**config.mk**
```make
export PLATFORM = sky130hd
export DESIGN_NAME = radio_io_top
export DESIGN_NICKNAME = d
export VERILOG_FILES = /design/src/hdl/radio_io_pkg.sv /design/src/hdl/host_ctrl_regs.sv /design/src/hdl/spi_master.sv /design/src/hdl/adc_capture.sv /design/src/hdl/dac_interleave.sv /design/src/hdl/radio_io_top.sv
export VERILOG_INCLUDE_DIRS = /design/src /design/src/hdl
export SDC_FILE = /design/constraint.sdc
export NUM_CORES = 1
export LEC_CHECK = 0
export BUFFER_PORTS_ARGS = -buffer_cell sky130_fd_sc_hd__buf_2
export CORE_AREA = 2 2 102 104
export CTS_CLUSTER_SIZE = 20
export DETAILED_ROUTE_END_ITERATION = 7
export DIE_AREA = 0 0 104 106
export PLACE_DENSITY = 0.78
export SLEW_MARGIN = 20
export SYNTH_ARGS = -nofsm -noshare
export SYNTH_HDL_FRONTEND = slang
export SYNTH_SLANG_ARGS = --single-unit
```
**constraint.sdc**
```tcl
create_clock -name clk_fpga -period 2.6 [get_ports clk_fpga]
set_input_delay 0.26 -clock clk_fpga [delete_from_list [all_inputs] [get_ports clk_fpga]]
set_output_delay 0.26 -clock clk_fpga [all_outputs]
set_load 0.005 [all_outputs]
```
**src/hdl/radio_io_params.svh**
```systemverilog
// radio i/o widths, spi word length and sclk divider
`ifndef RADIO_IO_PARAMS_SVH
`define RADIO_IO_PARAMS_SVH

// converter buses
`define ADC_W 12 // per adc channel
`define DAC_W 14 // shared i/q dac bus

// spi master
`define SPI_W 16 // bits per transfer
`define SPI_DIV 2 // clk_fpga cycles per sclk half period
`define NUM_SPI_SLV 4 // db tx, db rx, codec, clock gen

// host register port
`define REG_AW 2 // four registers

`endif

```
**src/hdl/radio_io_pkg.sv**
```systemverilog
// radio i/o shared types: sample words, spi request and fsm states
`default_nettype none

`include "radio_io_params.svh"

package radio_io_pkg;

   ////////////////////////////////////////////////////////////
   // plain vectors
   ////////////////////////////////////////////////////////////
   typedef logic [`ADC_W-1:0] adc_word_t; // one adc sample
   typedef logic [`DAC_W-1:0] dac_word_t; // one dac sample
   typedef logic [`SPI_W-1:0] spi_word_t; // one spi transfer
   typedef logic [`REG_AW-1:0] reg_addr_t;
   typedef logic [15:0] reg_data_t; // host data word

   // slave numbering, also the sen/sclk/mosi bit index
   typedef enum logic [1:0] {
      spi_db_tx = 2'd0,
      spi_db_rx = 2'd1,
      spi_codec = 2'd2,
      spi_cgen = 2'd3
   } spi_sel_t;

   ////////////////////////////////////////////////////////////
   // bundles
   ////////////////////////////////////////////////////////////
   typedef struct packed {
      adc_word_t i;
      adc_word_t q;
   } rx_sample_t;

   typedef struct packed {
      dac_word_t i;
      dac_word_t q;
   } tx_sample_t;

   typedef struct packed {
      spi_sel_t sel; // target slave
      spi_word_t word; // word to shift out
   } spi_req_t;

   // spi shift engine
   typedef enum logic [1:0] {
      spi_idle,
      spi_low, // sclk low, mosi set up
      spi_high, // sclk high
      spi_done // one cycle, response valid
   } spi_state_t;

endpackage

`default_nettype wire

```
**src/hdl/host_ctrl_regs.sv**
```systemverilog
// host register file: run bits, spi select, transfer start, response capture
`timescale 1ns/1ps
`default_nettype none

`include "radio_io_params.svh"

module host_ctrl_regs
   import radio_io_pkg::*;
(
   input wire logic clk_fpga,
   input wire logic rst_n,
   // host strobes
   input wire logic wr_stb,
   input wire logic rd_stb,
   input wire reg_addr_t reg_addr,
   input wire reg_data_t wr_data,
   output reg_data_t rd_data,
   output logic has_resp, // pending spi response
   // spi master side
   input wire logic spi_busy,
   input wire logic spi_done,
   input wire spi_word_t spi_resp,
   output logic spi_start,
   output spi_req_t spi_req,
   // sample path enables
   output logic rx_run,
   output logic tx_run
);

   localparam reg_addr_t ADDR_RUN = 2'd0;
   localparam reg_addr_t ADDR_SEL = 2'd1;
   localparam reg_addr_t ADDR_SPI = 2'd2; // write starts, read gives busy
   localparam reg_addr_t ADDR_RESP = 2'd3;

   spi_sel_t sel_q; // current slave select
   spi_word_t resp_q; // last response word

   // start goes out in the write cycle, so busy is up by the next read
   assign spi_start = wr_stb && (reg_addr == ADDR_SPI) && !spi_busy;
   assign spi_req.sel = sel_q;
   assign spi_req.word = spi_word_t'(wr_data);

   ////////////////////////////////////////////////////////////
   // write decode
   ////////////////////////////////////////////////////////////
   always_ff @(posedge clk_fpga or negedge rst_n) begin
      if (!rst_n) begin
         rx_run <= 1'b0;
         tx_run <= 1'b0;
         sel_q <= spi_db_tx;
      end else if (wr_stb) begin
         if (reg_addr == ADDR_RUN) begin
            rx_run <= wr_data[0];
            tx_run <= wr_data[1];
         end
         if (reg_addr == ADDR_SEL) begin
            sel_q <= spi_sel_t'(wr_data[1:0]);
         end
      end
   end

   // response word, only loaded at end of transfer
   always_ff @(posedge clk_fpga) begin
      if (spi_done) begin
         resp_q <= spi_resp;
      end
   end

   // has_resp follows spi_done by one cycle, a new done beats the clearing read
   always_ff @(posedge clk_fpga or negedge rst_n) begin
      if (!rst_n) begin
         has_resp <= 1'b0;
      end else if (spi_done) begin
         has_resp <= 1'b1;
      end else if (rd_stb && (reg_addr == ADDR_RESP)) begin
         has_resp <= 1'b0;
      end
   end

   ////////////////////////////////////////////////////////////
   // read mux, registered
   ////////////////////////////////////////////////////////////
   always_ff @(posedge clk_fpga or negedge rst_n) begin
      if (!rst_n) begin
         rd_data <= '0;
      end else if (rd_stb) begin
         case (reg_addr)
            ADDR_RUN: rd_data <= reg_data_t'({tx_run, rx_run});
            ADDR_SEL: rd_data <= reg_data_t'(sel_q);
            ADDR_SPI: rd_data <= reg_data_t'(spi_busy);
            default: rd_data <= reg_data_t'(resp_q); // response
         endcase
      end
   end

endmodule

`default_nettype wire

```
**src/hdl/spi_master.sv**
```systemverilog
// mode-0 spi master with one shift engine routed to the selected peripheral slave
`timescale 1ns/1ps
`default_nettype none

`include "radio_io_params.svh"

module spi_master
   import radio_io_pkg::*;
(
   input wire logic clk_fpga,
   input wire logic rst_n,
   input wire logic spi_start, // ignored unless idle
   input wire spi_req_t spi_req,
   output logic spi_busy,
   output logic spi_done,
   output spi_word_t spi_resp,
   // one line per slave
   output logic [`NUM_SPI_SLV-1:0] sclk,
   output logic [`NUM_SPI_SLV-1:0] mosi,
   output logic [`NUM_SPI_SLV-1:0] sen, // active low
   input wire logic [`NUM_SPI_SLV-1:0] miso
);

   localparam int DIV_W = (`SPI_DIV > 1) ? $clog2(`SPI_DIV) : 1;
   localparam int BIT_W = $clog2(`SPI_W);

   spi_state_t state;
   spi_sel_t sel_q; // slave latched at start
   logic [DIV_W-1:0] div_cnt; // half period counter
   logic [BIT_W-1:0] bit_cnt; // bits done
   spi_word_t tx_shift;
   spi_word_t rx_shift;
   logic div_end;
   logic active; // sen asserted
   logic miso_sel;
   logic [`NUM_SPI_SLV-1:0] slv_hit;

   assign div_end = (div_cnt == DIV_W'(`SPI_DIV - 1));
   assign active = (state == spi_low) || (state == spi_high);

   ////////////////////////////////////////////////////////////
   // state machine
   ////////////////////////////////////////////////////////////
   always_ff @(posedge clk_fpga or negedge rst_n) begin
      if (!rst_n) begin
         state <= spi_idle;
         sel_q <= spi_db_tx;
         div_cnt <= '0;
         bit_cnt <= '0;
      end else begin
         case (state)
            spi_idle: begin
               if (spi_start) begin
                  state <= spi_low; // sen drops next cycle
                  sel_q <= spi_req.sel;
                  div_cnt <= '0;
                  bit_cnt <= '0;
               end
            end
            spi_low: begin
               div_cnt <= div_end ? '0 : div_cnt + 1'b1;
               if (div_end) begin
                  state <= spi_high; // rising sclk
               end
            end
            spi_high: begin
               div_cnt <= div_end ? '0 : div_cnt + 1'b1;
               if (div_end) begin
                  if (bit_cnt == BIT_W'(`SPI_W - 1)) begin
                     state <= radio_io_pkg::spi_done; // release sen after the last bit
                  end else begin
                     state <= spi_low;
                     bit_cnt <= bit_cnt + 1'b1;
                  end
               end
            end
            default: state <= spi_idle; // spi_done lasts one cycle
         endcase
      end
   end

   // data shifters
   always_ff @(posedge clk_fpga) begin
      if ((state == spi_idle) && spi_start) begin
         tx_shift <= spi_req.word;
      end else if ((state == spi_high) && div_end) begin
         tx_shift <= {tx_shift[`SPI_W-2:0], 1'b0}; // next bit on falling sclk
      end
      if ((state == spi_low) && div_end) begin
         rx_shift <= {rx_shift[`SPI_W-2:0], miso_sel}; // sample on sclk rise
      end
   end

   assign spi_busy = (state != spi_idle);
   assign spi_done = (state == radio_io_pkg::spi_done);
   assign spi_resp = rx_shift;

   ////////////////////////////////////////////////////////////
   // per slave routing
   ////////////////////////////////////////////////////////////
   for (genvar k = 0; k < `NUM_SPI_SLV; k++) begin : g_slv
      assign slv_hit[k] = active && (sel_q == spi_sel_t'(k));
   end

   assign sen = ~slv_hit;
   assign sclk = slv_hit & {`NUM_SPI_SLV{state == spi_high}}; // others stay 0
   assign mosi = slv_hit & {`NUM_SPI_SLV{tx_shift[`SPI_W-1]}};
   assign miso_sel = |(~sen & miso); // only the selected slave gets through

endmodule

`default_nettype wire

```
**src/hdl/adc_capture.sv**
```systemverilog
// adc capture: registers the two inverted converter buses as one rx sample
`timescale 1ns/1ps
`default_nettype none

`include "radio_io_params.svh"

module adc_capture
   import radio_io_pkg::*;
(
   input wire logic clk_fpga,
   input wire logic rst_n,
   input wire logic rx_run,
   input wire adc_word_t adc_a, // DA, i channel
   input wire adc_word_t adc_b, // DB, q channel
   output rx_sample_t rx_sample,
   output logic rx_strobe
);

   // board wires the converter outputs inverted, undo it here
   always_ff @(posedge clk_fpga) begin
      rx_sample.i <= ~adc_a;
      rx_sample.q <= ~adc_b;
   end

   // strobe lines up with the sample taken while running
   always_ff @(posedge clk_fpga or negedge rst_n) begin
      if (!rst_n) begin
         rx_strobe <= 1'b0;
      end else begin
         rx_strobe <= rx_run;
      end
   end

endmodule

`default_nettype wire

```
**src/hdl/dac_interleave.sv**
```systemverilog
// dac interleave: sends i then q of each tx pair on one bus, sync marks q
`timescale 1ns/1ps
`default_nettype none

`include "radio_io_params.svh"

module dac_interleave
   import radio_io_pkg::*;
(
   input wire logic clk_fpga,
   input wire logic rst_n,
   input wire logic tx_run,
   input wire tx_sample_t tx_sample,
   output dac_word_t dac_data,
   output logic dac_sync // high on q
);

   logic phase; // 0 takes a new pair
   dac_word_t delay_q; // q half of the pair

   // q waits one cycle behind its i
   always_ff @(posedge clk_fpga) begin
      if (tx_run && !phase) begin
         delay_q <= tx_sample.q;
      end
   end

   ////////////////////////////////////////////////////////////
   // half rate interleave
   ////////////////////////////////////////////////////////////
   always_ff @(posedge clk_fpga or negedge rst_n) begin
      if (!rst_n) begin
         phase <= 1'b0;
         dac_data <= '0;
         dac_sync <= 1'b0;
      end else if (!tx_run) begin
         phase <= 1'b0; // bus idles at zero
         dac_data <= '0;
         dac_sync <= 1'b0;
      end else if (!phase) begin
         phase <= 1'b1;
         dac_data <= tx_sample.i; // i straight through
         dac_sync <= 1'b0;
      end else begin
         phase <= 1'b0;
         dac_data <= delay_q;
         dac_sync <= 1'b1;
      end
   end

endmodule

`default_nettype wire

```
**src/hdl/radio_io_top.sv**
```systemverilog
// radio i/o top: host registers, shared spi master and the two sample paths
`timescale 1ns/1ps
`default_nettype none

`include "radio_io_params.svh"

module radio_io_top
   import radio_io_pkg::*;
(
   input wire logic clk_fpga,
   input wire logic rst_n,
   // host port
   input wire logic wr_stb,
   input wire logic rd_stb,
   input wire reg_addr_t reg_addr,
   input wire reg_data_t wr_data,
   output reg_data_t rd_data,
   output logic has_resp,
   // spi slaves, index by spi_sel_t
   output logic [`NUM_SPI_SLV-1:0] sclk,
   output logic [`NUM_SPI_SLV-1:0] mosi,
   output logic [`NUM_SPI_SLV-1:0] sen,
   input wire logic [`NUM_SPI_SLV-1:0] miso,
   // converters
   input wire adc_word_t adc_a,
   input wire adc_word_t adc_b,
   output rx_sample_t rx_sample,
   output logic rx_strobe,
   input wire tx_sample_t tx_sample,
   output dac_word_t dac_data,
   output logic dac_sync
);

   logic spi_start;
   spi_req_t spi_req;
   logic spi_busy;
   logic spi_done;
   spi_word_t spi_resp;
   logic rx_run;
   logic tx_run;

   ////////////////////////////////////////////////////////////
   // control
   ////////////////////////////////////////////////////////////
   host_ctrl_regs u_regs (
      .clk_fpga(clk_fpga), .rst_n(rst_n),
      .wr_stb(wr_stb), .rd_stb(rd_stb), .reg_addr(reg_addr),
      .wr_data(wr_data), .rd_data(rd_data), .has_resp(has_resp),
      .spi_busy(spi_busy), .spi_done(spi_done), .spi_resp(spi_resp),
      .spi_start(spi_start), .spi_req(spi_req),
      .rx_run(rx_run), .tx_run(tx_run)
   );

   spi_master u_spi (
      .clk_fpga(clk_fpga), .rst_n(rst_n),
      .spi_start(spi_start), .spi_req(spi_req),
      .spi_busy(spi_busy), .spi_done(spi_done), .spi_resp(spi_resp),
      .sclk(sclk), .mosi(mosi), .sen(sen), .miso(miso)
   );

   ////////////////////////////////////////////////////////////
   // sample paths
   ////////////////////////////////////////////////////////////
   adc_capture u_adc (
      .clk_fpga(clk_fpga), .rst_n(rst_n), .rx_run(rx_run),
      .adc_a(adc_a), .adc_b(adc_b),
      .rx_sample(rx_sample), .rx_strobe(rx_strobe)
   );

   dac_interleave u_dac (
      .clk_fpga(clk_fpga), .rst_n(rst_n), .tx_run(tx_run),
      .tx_sample(tx_sample), .dac_data(dac_data), .dac_sync(dac_sync)
   );

endmodule

`default_nettype wire

```
## After elaboration in Yosys (flattened, before gate mapping)

Index checks and enable logic that the tools add are counted.

| storage, ports and cells | value |
|---|---|
| ROM bits | 0 |
| bits in writable memories | 0 |
| word-level logic and storage cells | 95 |
| memories kept | 0 |
| flip-flop bits (word level) | 133 |
| bits in latches | 0 |
| output and inout port bits | 69 |
| input port bits | 78 |

| operators by class | value |
|---|---|
| order comparisons | 0 |
| div/mod/pow operators | 0 |
| multiplexer cells | 23 |
| reduce and logical (&&, ||, !) cells | 30 |
| bitwise operators | 7 |
| equal/unequal tests | 14 |
| shift-type cells | 0 |
| multipliers | 0 |
| add/subtract/negate cells | 2 |

Operator list:

| operator | count |
|---|---|
| one-hot mux 16 bit (3 select lines) | 1 |
| two-way mux 16 bit | 2 |
| two-way mux 14 bit | 2 |
| inverter 12 bit | 2 |
| bitwise AND 4 bit | 3 |
| == test 2 bit, second input constant | 6 |
| two-way mux 4 bit | 3 |
| logical AND 1 bit | 11 |
| nonzero test 2 bit | 5 |
| two-way mux 1 bit | 8 |
| two-way mux 2 bit | 4 |
| inverter 4 bit | 2 |
| one-hot mux 4 bit (2 select lines) | 1 |
| AND reduction 2 bit | 4 |
| == test 2 x 1 -> 1 bit, second input constant | 3 |
| zero test 2 bit | 3 |
| inequality test 2 x 1 -> 1 bit, second input constant | 3 |
| one-hot mux 2 bit (3 select lines) | 1 |
| adder 4 x 1 -> 4 bit, second input constant | 1 |
| == test 4 bit, second input constant | 1 |
| AND reduction 4 bit | 1 |
| OR reduction 4 bit | 1 |
| AND reduction 3 bit | 1 |
| zero test 1 bit | 2 |
| 5 further kinds | 5 |

## Longest topological paths before layout

Gate-level depths: netlist of the first run.

| logic depth | value |
|---|---|
| depth in word-level cells | 7 |
| gate-level depth with buffers | 6 |
| mapped depth without buffers | 5 |

## Modules after synthesis

From an unflattened synthesis of the first run, not the netlist that was laid out.

| second synthesis, totals | value |
|---|---|
| cell total of the unflattened synthesis | 326 |
| area, all modules | 4,968.5 um^2 |

Modules (own cells, without submodules):

| module | times used | area an instance (um^2) | cells an instance | seq. area each (um^2) |
|---|---|---|---|---|
| spi_master | 1 | 1,809.2 | 121 | 1,186.1 |
| host_ctrl_regs | 1 | 1,463.9 | 93 | 1,006.0 |
| dac_interleave | 1 | 1,099.8 | 63 | 820.8 |
| adc_capture | 1 | 595.6 | 49 | 505.5 |

## Worst setup path after synthesis of the first run

OpenSTA, ideal clock, no wires.

| timing path | value |
|---|---|
| kind | register to register |
| start | register u_dac.phase |
| end | register u_dac.delay_q[0] (enable) |
| cell stages (with the launch flop) | 4 |
| buffers on the path | 2 |
| data required time | 2,213 ps |
| period minus slack after synthesis | 1,810 ps |
| data arrival time | 1,422 ps |
| slack | 790 ps |
| setup time | 387 ps |
| cells stage by stage | dfrtp_1 > buf_2 > buf_2 > nor2b_1 |

| on the way | value |
|---|---|
| longest elaborated chain between the ends | 2 |

RTL lines:

| what | line | source |
|---|---|---|
| start, declared | dac_interleave.sv:18 | `logic phase;` |
| start signal, assigned | dac_interleave.sv:33 | `phase <= 1'b0;` |
| start signal, assigned | dac_interleave.sv:37 | `phase <= 1'b0;` |
| start signal, assigned | dac_interleave.sv:41 | `phase <= 1'b1;` |
| zero test 1 bit | n/a |  |
| logical AND 1 bit | dac_interleave.sv:23 | `if (tx_run && !phase) begin` |
| end signal, assigned | dac_interleave.sv:24 | `delay_q <= tx_sample.q;` |
| end, declared | dac_interleave.sv:19 | `dac_word_t delay_q;` |

Every way passes these cells.
A chain may end at the register's enable or synchronous reset.

## Worst setup path in the final report of the first run

| timing path | value |
|---|---|
| start | register u_spi.state[0] |
| end | register u_spi.bit_cnt[1] |

| on the way | value |
|---|---|
| longest elaborated chain between the ends | 5 |
| elaborated cells between the ends (all ways) | 11 |
| those cells by class | eq/ne (4); mux (1); reduce/logical (6) |

RTL lines:

| what | line | source |
|---|---|---|
| start, declared | spi_master.sv:27 | `spi_state_t state;` |
| start signal, assigned | spi_master.sv:46 | `state <= spi_idle;` |
| start signal, assigned | spi_master.sv:54 | `state <= spi_low;` |
| start signal, assigned | spi_master.sv:63 | `state <= spi_high;` |
| nonzero test 2 bit | spi_master.sv:94 | `assign spi_busy = (state != spi_idle);` |
| zero test 1 bit | host_ctrl_regs.sv:39 | `assign spi_start = wr_stb && (reg_addr == ADDR_SPI) && !spi_busy;` |
| logical AND 1 bit | host_ctrl_regs.sv:39 |  |
| inequality test 2 x 1 -> 1 bit (no source line) | n/a |  |
| AND reduction 4 bit (no source line) | n/a |  |
| end signal, assigned | spi_master.sv:73 | `bit_cnt <= bit_cnt + 1'b1;` |
| end, declared | spi_master.sv:30 | `logic [BIT_W-1:0] bit_cnt;` |

Parallel ways exist; a longest one is shown, timed or not.

==> summary.md, run 1 <==
| Metric | Value |
|---|---|
| Post-CTS Setup Repair Bufs | 0 |
| Ys flop type | edfxtp_1 |
| IR drop worst, VDD | 0.423 mV |
| Unrepaired setup endpoints after global routing | false |
| Pin count of the biggest net entering global routing | 48 |
| Routed len/inst | 14.9 µm |
| Crit share post-route | 87.3% |
| CP required | 3030 ps |
| Top-count cell post-synth | edfxtp_1 |
| Synthesis warning total | 0 |
| CP delay by family, top | compound AO/OA/AOI/OAI gates |
| Critical Path End Type | flop |
| Final Max Tran Viols | 0 |
| Placed inst area | 5800 µm² |
| Post-DR vias/cell | 4.67 |
| Hold_sp | tx_sample[22] |
| CTS max path bufs | 2 |
| Ant diodes | 0 |
| Total wire length | 10200 µm |
| Hold WC Path Type | input port to flop |
| Drt first pass iters | 4 |
| Final GP Congestion | 0.774 |
| CTS root buf | clkbuf_8 |
| Rel. slew slack | 47.1% |
| WHS | 26.6 ps |
| Final hold vios | 0 |
| WP buf/inv | 1 |
| Worst Setup SP | u_spi.state[0] |
| Placement Rows | 37 |
| Starting Density | 49.4% |
| DR vias | 3191 |
| Final setup viols | 0 |
| Detailed Place HPWL | 6560 µm |
| CTS H-tree depth | 4 |
| Slew at the pin with the worst max-slew slack | 793 ps |
| CP Cell Sequence | inv_1, ha_1, mux2i_1, a2111oi_0, a211o_1 |
| CP Class | flop to flop |
| Post-synthesis sequential area ratio | 71.2% |
| CTS tree | done |
| Synth top area share | 37.7% |
| Number of synthesized flops with an enable pin | 62 |
| Setup TNS | 0 ps |
| Die area | 11000 µm² |
| Setup crit start kind | flop |
| IO Count | 147 |
| IO Port Bufs | 146 |
| Yosys reg bits | 133 |
| Die H | 106 µm |
| Die W | 104 µm |
| CTS Buf Count | 17 |
| Yosys top cell by area | edfxtp_1 |
| Synth cell count leaders | edfxtp_1, dfrtp_1, inv_1 |
| Total Power | 6.30 mW |
| Util after Layout | 67.9% |
| Clock Latency Late Sink | 500 ps |
| Status | finished clean |
| Grt ovf | 0 |
| R2R Path Start | u_spi.state[0] |
| FILL cells | 716 |
| Post-synth ARST share | 35.3% |
| Largest fanout on the critical path | 13 |
| Slowest cell on crit path | a2111oi_0 |
| All-Layer GR Usage | 19.4% |
| F_max | 441 MHz |
| First-pass GRT wire length | 16500 µm |
| Synth Instances | 338 |
| Ratio of cells with drive above 1 in the final layout | 38.0% |
| Design area | 6790 µm² |
| Pwr Density | 928 nW/µm² |
| Initial antenna violation count | 0 |
| Post-synth net total | 423 |
| Post-Syn Area | 4940 µm² |
| Number of global-route vias before repair | 3383 |
| Synth-to-layout area growth | 37.5% |
| TritonCTS Sinks | 133 |
| Final #Nets | 619 |
| Initial drt markers | 137 |
| Clock skew | 13.4 ps |
| CP arrival | 2700 ps |
| Max Cap Viol | 0 |
| Synth cell types | 37 |
| Core box area | 10000 µm² |
| Mean Syn Cell Area | 14.6 µm² |
| Tmin final | 2270 ps |
| Remaining DRCs | 0 |
| Pleak | 3.16 nW |
| Worst stage delay on the critical path | 690 ps |
| Largest cells by area after synthesis | edfxtp_1, dfrtp_1, dfxtp_1 |
| Post-route ant nets | 0 |
| Clk slew on worst S/H paths | 60 ps |
metrics by stage:
| step | std cells | worst slack [ps] |
|---|---|---|
| after floorplan | 338 | 790 |
| after global placement | 612 | 720 |
| after detailed placement | 612 | 562 |
| after CTS | 683 | 393 |
| after global routing | 683 | 237 |
| final | 683 | 331 |
sequential cells by signal, summed over array words and instances, names as in the netlist, 2 cells and up:
name             flops
u_spi.sel_q          2
u_spi.bit_cnt        4
u_spi.state          2
u_spi.tx_shift      16
u_regs.sel_q         2
u_adc.rx_sample     24
u_dac.delay_q       14
u_spi.spi_resp      16
u_dac.dac_data      14
u_regs.rd_data      16
u_regs.resp_q       16
worst min-delay path: stages:
cell and delay, ps:
buf_2 70, mux2i_1 50, nor2b_1 100
cell families after synthesis:
kind of cell | count (synthesis) | share of synthesized area, %
AO/OA/AOI/OAI | 33 | 4.30
flip-flops | 133 | 71.2
AND/OR/NAND/NOR | 65 | 7.32
adder cells (fa/ha/maj) | 7 | 1.77
buffers and inverters | 57 | 4.84
multiplexers | 43 | 10.6
routing by layer:
layer	track usage, %	vias up	wire [µm]
met1	22.8	1523	4090
met3	5.95	8	601
met2	34.2	111	5370
li1	-	1549	-
met4	5.89	0	89
met5	0	-	0
worst paths after layout:
kind	to	depth (start not counted)	slack, ps
max in group asynchronous	u_spi.state[0]	2	1880
min	u_dac.dac_data[8]	3	30
min in group asynchronous	u_spi.div_cnt	2	320
max reg2reg	u_spi.bit_cnt[1]	5	330
min reg2reg	u_adc.rx_strobe	0	430
max	u_spi.bit_cnt[1]	5	330
placed cells by master (no fill, tap or decap), types with 4 or more instances in the layout:
cell | netlist | final
edfxtp_1 | 62 | 62
nand2_1 | 18 | 18
mux2i_1 | 17 | 17
buf_4 | 1 | 4
dfrtp_1 | 47 | 47
inv_1 | 46 | 46
dfxtp_1 | 24 | 24
o21ai_0 | 16 | 16
buf_2 | 5 | 145
dlygate4sd3_1 | 0 | 39
and3_1 | 5 | 5
ha_1 | 7 | 7
inv_6 | 0 | 4
nor2_1 | 10 | 10
mux2_2 | 15 | 15
clkbuf_16 | 0 | 17
nor2b_1 | 16 | 16
mux2_4 | 9 | 9
layout make-up:
class / instances / area (µm²) / area share, %
Timing Repair Buffer: 188 / 1150 / 16.9
Tap cell: 136 / 170 / 2.50
Multi-Input combinational cell: 148 / 1180 / 17.4
Sequential cell: 133 / 3520 / 51.8
Inverter: 46 / 173 / 2.54
Clock inverter: 13 / 159 / 2.34
Clock buffer: 19 / 443 / 6.52
what timing repair did:
action | CTS | global route
resized for setup | 0 | 0
endpoints found under the hold margin | 85 | 0
hold buffers | 39 | 0
report_power, final:
group,switching (mW),leakage [nW],internal (mW)
combinational,0.564,1.49,0.544
sequential,0.199,1.38,2.64
clock,0.910,0.289,1.45
total,1.67,3.16,4.63
(Power assumes the default switching activity.)
==> run 2, diff against run 1 <==
--- a/config.mk
+++ b/config.mk
@@ -12,7 +12,9 @@
 export DETAILED_ROUTE_END_ITERATION = 7
 export DIE_AREA = 0 0 104 106
 export PLACE_DENSITY = 0.78
+export REMOVE_ABC_BUFFERS = 1
 export SLEW_MARGIN = 20
 export SYNTH_ARGS = -nofsm -noshare
 export SYNTH_HDL_FRONTEND = slang
+export SYNTH_HIERARCHICAL = 1
 export SYNTH_SLANG_ARGS = --single-unit
==> summary.md, run 2 <==
| Metric | Value |
|---|---|
| Switching part of the total power | 20.6% |
| Core box area | 10000 µm² |
| F_max | 443 MHz |
| Top Usage Layer GRT | met2 |
| Critical Path End Type | flop |
| Final #Nets | 592 |
| Placed inst area | 5660 µm² |
| IO Port Bufs | 146 |
| Post-route ant nets | 0 |
| Pre-CTS WS | 349 ps |
| Detailed Place HPWL | 5980 µm |
| Post-synthesis sequential area ratio | 70.8% |
| Grt ovf | 0 |
| Largest cells by area after synthesis | edfxtp_1, dfrtp_1, dfxtp_1 |
| CTS H-tree depth | 4 |
| Ys flop type | edfxtp_1 |
| Final hold vios | 0 |
| Pin count of the biggest net entering global routing | 48 |
| Setup ws final | 340 ps |
| Commonest non-fill, non-tap cell in the layout | buf_2 |
| Die area | 11000 µm² |
| Pleak | 3.11 nW |
| Final Max Tran Viols | 0 |
| Clock skew | 7.08 ps |
| Ant diodes | 0 |
| Sequential Power Share | 46.7% |
| IR drop worst, VDD | 0.404 mV |
| Setup TNS | 0 ps |
| GR Util met2 | 31.3% |
| Internal | 4.09 mW |
| Synth top area share | 37.5% |
| Status | finished clean |
| WHS | 30.5 ps |
| Initial drt markers | 133 |
| CP arrival | 2460 ps |
| Met3 Track Usage GR | 5.82% |
| DR vias | 3129 |
| Drt first pass iters | 4 |
| Die W | 104 µm |
| Ratio of cells with drive above 1 in the final layout | 40.5% |
| Synth Instances | 326 |
| Max FFs per register | 24 |
| Routed len/inst | 14.3 µm |
| Placed insts | 584 |
| CTS root buf | clkbuf_8 |
| Synth-to-layout area growth | 34.5% |
| Clock power frac | 46.0% |
| CTS Buf Count | 17 |
| Synthesis warning total | 6 |
| CP Class | flop to flop |
| Post-Syn Area | 4970 µm² |
| Total wire length | 9420 µm |
| Clock Latency Late Sink | 510 ps |
| Yosys reg bits | 133 |
| Layout Cells excl Fill | 657 |
| Top-count cell post-synth | edfxtp_1 |
| Unrepaired setup endpoints after global routing | false |
| Design area | 6680 µm² |
| Synth cell count leaders | edfxtp_1, dfrtp_1, inv_1 |
| # hold bufs at CTS | 41 |
| All-Layer GR Usage | 18.0% |
| Max Cap Viol | 0 |
| TritonCTS Sinks | 133 |
| Pwr Density | 770 nW/µm² |
| Psw | 1.06 mW |
| Yosys top cell by area | edfxtp_1 |
| CTS max path bufs | 2 |
| CP required | 2800 ps |
| Initial antenna violation count | 0 |
| Final setup viols | 0 |
| Rel. slew slack | 45.3% |
| Number of global-route vias before repair | 3207 |
| Combinational power share | 7.2% |
| Post-DR vias/cell | 4.76 |
| Post-CTS Setup Repair Bufs | 0 |
| CTS tree | done |
| Slew at the pin with the worst max-slew slack | 821 ps |
| Met1 Usage GRT | 21.1% |
| Number of synthesized flops with an enable pin | 62 |
| First-pass GRT wire length | 15200 µm |
| Post-synth ARST share | 35.3% |
| Mean Syn Cell Area | 15.2 µm² |
| Synth cell types | 49 |
| Remaining DRCs | 0 |
| Hold WC Path Type | input port to flop |
| Most frequent cells in the layout | buf_2, edfxtp_1, dfrtp_1 |
| Tmin final | 2260 ps |
| Largest fanout on the critical path | 19 |
| Crit share post-route | 86.9% |
| Resized Gates After CTS | 0 |
| Die H | 106 µm |
| Clk slew on worst S/H paths | 60 ps |
| Final GP Congestion | 0.808 |
| Biggest register | u_adc/rx_sample |
| Placement Rows | 37 |
| Setup crit start kind | flop |
| Reg2reg setup slack | 340 ps |
| IO Count | 147 |
| Starting Density | 49.7% |
-- run 2: cell count changes after synthesis, moves of 5 or more --
cell	previous run	this run
o21ai_0	16	4
a22o_2	0	5
mux2_2	15	22
mux2_4	9	0
inv_1	46	33
nand2_1	18	5
buf_4	1	16
a22o_1	0	9
-- run 2: power by group through the flow --
stage	registers, mW	logic (mW)	clock network (mW)
after global placement	2.44	0.318	0
after CTS	2.40	0.374	2.43
after floorplan	2.44	0.132	0
after global routing	2.42	0.411	2.54
final	2.40	0.372	2.37
after detailed placement	2.44	0.326	0
-- run 2: kinds of logic after synthesis --
| group | Yosys count | synth area share (%) |
|---|---|---|
| AOI/OAI and AO/OA | 28 | 4.61 |
| buffers and inverters | 58 | 6.80 |
| muxes | 40 | 8.89 |
| DFF | 133 | 70.8 |
| and+or+nand+nor | 61 | 7.38 |
| adders and majority gates | 6 | 1.51 |
-- run 2: critical path, stage by stage (launching register included) --
cell and delay, ps:
dfrtp_1 430, inv_1 140, ha_1 290, inv_1 80, and4bb_2 350, nand2_2 270, nand2_1 150, buf_4 240
-- run 2: stage by stage --
step	total power [mW]	utilization, %
2_1_floorplan	2.57	-
3_3_place_gp	2.76	56.6
3_5_place_dp	2.77	56.6
4_1_cts	5.21	66.8
5_1_grt	5.37	66.8
6_report	5.14	66.8
-- run 2: cell type report --
type,count,area [µm²]
Timing Repair Buffer,188,1150
Clock inverter,12,151
Inverter,33,124
Fill cell,752,3320
Tap cell,136,170
Clock buffer,20,457
Sequential cell,133,3520
Multi-Input combinational cell,135,1110
-- run 2: metal layers --
| metal | routed length [µm] | vias to the layer above | share of wire [%] |
|---|---|---|---|
| met1 | 3870 | 1505 | 41 |
| li1 | - | 1497 | - |
| met3 | 575 | 8 | 6.1 |
| met2 | 4900 | 119 | 52 |
| met5 | 0 | - | 0 |
| met4 | 80 | 0 | 0.85 |
-- run 2: final timing paths --
kind / depth (start not counted) / from / end
max: 7 / u_spi/state[0] / u_spi/tx_shift[2]
min: 3 / tx_sample[25] / u_dac/dac_data[11]
max reg2reg: 7 / u_spi/state[0] / u_spi/tx_shift[2]
min reg2reg: 0 / u_regs/rx_run / u_adc/rx_strobe
max in group asynchronous: 2 / rst_n / u_dac/dac_data[9]
min in group asynchronous: 2 / rst_n / u_regs/rd_data[10]
==> run 3, diff against run 2 <==
--- a/config.mk
+++ b/config.mk
@@ -11,7 +11,7 @@
 export CTS_CLUSTER_SIZE = 20
 export DETAILED_ROUTE_END_ITERATION = 7
 export DIE_AREA = 0 0 104 106
-export PLACE_DENSITY = 0.78
+export PLACE_DENSITY = 0.76
 export REMOVE_ABC_BUFFERS = 1
 export SLEW_MARGIN = 20
 export SYNTH_ARGS = -nofsm -noshare
==> summary.md, run 3 (synthesis results as in run 2) <==
| Metric | Value |
|---|---|
| Rel. slew slack | 46.7% |
| CTS tree | done |
| Ratio of cells with drive above 1 in the final layout | 40.5% |
| Worst flop-to-flop path endpoint | u_spi/tx_shift[7] |
| Drt first pass iters | 4 |
| Pleak | 3.11 nW |
| R2r worst-path depth | 7 |
| Placement Rows | 37 |
| Post-DR vias/cell | 4.69 |
| All-Layer GR Usage | 17.8% |
| CP required | 2810 ps |
| IR drop worst, VDD | 0.430 mV |
| Routed len/inst | 14.2 µm |
| Resized Gates After CTS | 0 |
| Final hold vios | 0 |
| Commonest non-fill, non-tap cell in the layout | buf_2 |
| M1 WL | 3910 µm |
| Max Cap Viol | 0 |
| First-pass GRT wire length | 15100 µm |
| Initial antenna violation count | 0 |
| IO Count | 147 |
| Biggest register | u_adc/rx_sample |
| Clk slew on worst S/H paths | 60 ps |
| Max FFs per register | 24 |
| Met3 WL | 542 µm |
| Remaining DRCs | 0 |
| CTS root buf | clkbuf_8 |
| Clock skew | 4.46 ps |
| Core box area | 10000 µm² |
| Largest fanout on the critical path | 19 |
| Slew at the pin with the worst max-slew slack | 799 ps |
| Hold WC Path Type | input port to flop |
| Setup TNS | 0 ps |
| Initial drt markers | 177 |
| Synth-to-layout area growth | 34.6% |
| Pin count of the biggest net entering global routing | 26 |
| TritonCTS Sinks | 133 |
| Final Max Tran Viols | 0 |
| Die W | 104 µm |
| Post-CTS Setup Repair Bufs | 0 |
| CP arrival | 2440 ps |
| F_max | 448 MHz |
| Hold_sp | tx_sample[18] |
| Setup crit start kind | flop |
| Final GP Congestion | 0.768 |
| Crit share post-route | 85.8% |
| IO Port Bufs | 146 |
| Die area | 11000 µm² |
| Clock Latency Late Sink | 510 ps |
| Unrepaired setup endpoints after global routing | false |
| Metal2 WL | 4780 µm |
| Ant diodes | 0 |
| Starting Density | 49.7% |
| R2R Path Start | u_spi/state[0] |
| Die H | 106 µm |
| Total Power | 5.10 mW |
| Final setup viols | 0 |
| Post-route ant nets | 0 |
| Reg2reg setup slack | 370 ps |
| CTS max path bufs | 2 |
| Hold Path Sink | u_dac/dac_data[4] |
| CP Class | flop to flop |
| Status | finished clean |
| Tmin final | 2230 ps |
| Number of global-route vias before repair | 3222 |
| Critical Path End Type | flop |
| Grt ovf | 0 |
| CTS H-tree depth | 4 |
| Top Metal Used | met4 |
| Final #Nets | 595 |
| Pwr Density | 762 nW/µm² |
| Total wire length | 9350 µm |
| Worst Setup SP | u_spi/state[0] |
| Detailed Place HPWL | 6140 µm |
| Hold Path Stages | 3 |
| Most frequent cells in the layout | buf_2, edfxtp_1, dfrtp_1 |
| CTS Buf Count | 17 |
| DR vias | 3096 |
| # hold bufs at CTS | 43 |
-- run 3: per-layer routing --
| metal | track usage, % | vias to the layer above |
|---|---|---|
| li1 | - | 1510 |
| met1 | 21.6 | 1463 |
| met2 | 29.7 | 110 |
| met3 | 6.01 | 13 |
| met4 | 6.66 | 0 |
| met5 | 0 | - |
-- run 3: worst max-delay path by stage --
stage                              end  slack [ps]  depth (start not counted)
floorplan            u_spi/tx_shift[0]         430                          6
global placement     u_spi/tx_shift[9]         430                          7
detailed placement  u_spi/tx_shift[10]         380                          7
CTS                  u_spi/tx_shift[2]         370                          7
global route         u_spi/tx_shift[0]         170                          7
finish               u_spi/tx_shift[7]         370                          7
-- run 3: worst max-delay path, stage by stage (launching register included) --
cell	delay, ps
dfrtp_1	420
inv_1	130
ha_1	300
inv_1	80
and4bb_2	350
nand2_2	270
nand2_1	140
buf_4	250
-- run 3: final cells by class --
cell class,instances,area [µm²]
Fill cell,736,3310
Timing Repair Buffer,191,1180
Clock buffer,19,443
Multi-Input combinational cell,135,1110
Sequential cell,133,3520
Inverter,33,124
Clock inverter,13,145
Tap cell,136,170
-- run 3: report_power, final --
group          internal, mW  leakage, nW  switching [mW]
clock network          1.43        0.289           0.886
logic                 0.224         1.44           0.151
registers              2.33         1.39          0.0784
-- run 3: stage by stage --
stage,setup slack [ps],area [µm²],utilization [%],hold slack (ps),instances
detailed placement,381,5670,56.7,304,585
CTS,370,6690,66.9,0.490,660
global route,174,6690,66.9,4.59,660
finish,368,6690,66.9,19.2,660
global placement,434,5670,56.7,290,585
floorplan,428,4750,-,-35.6,301
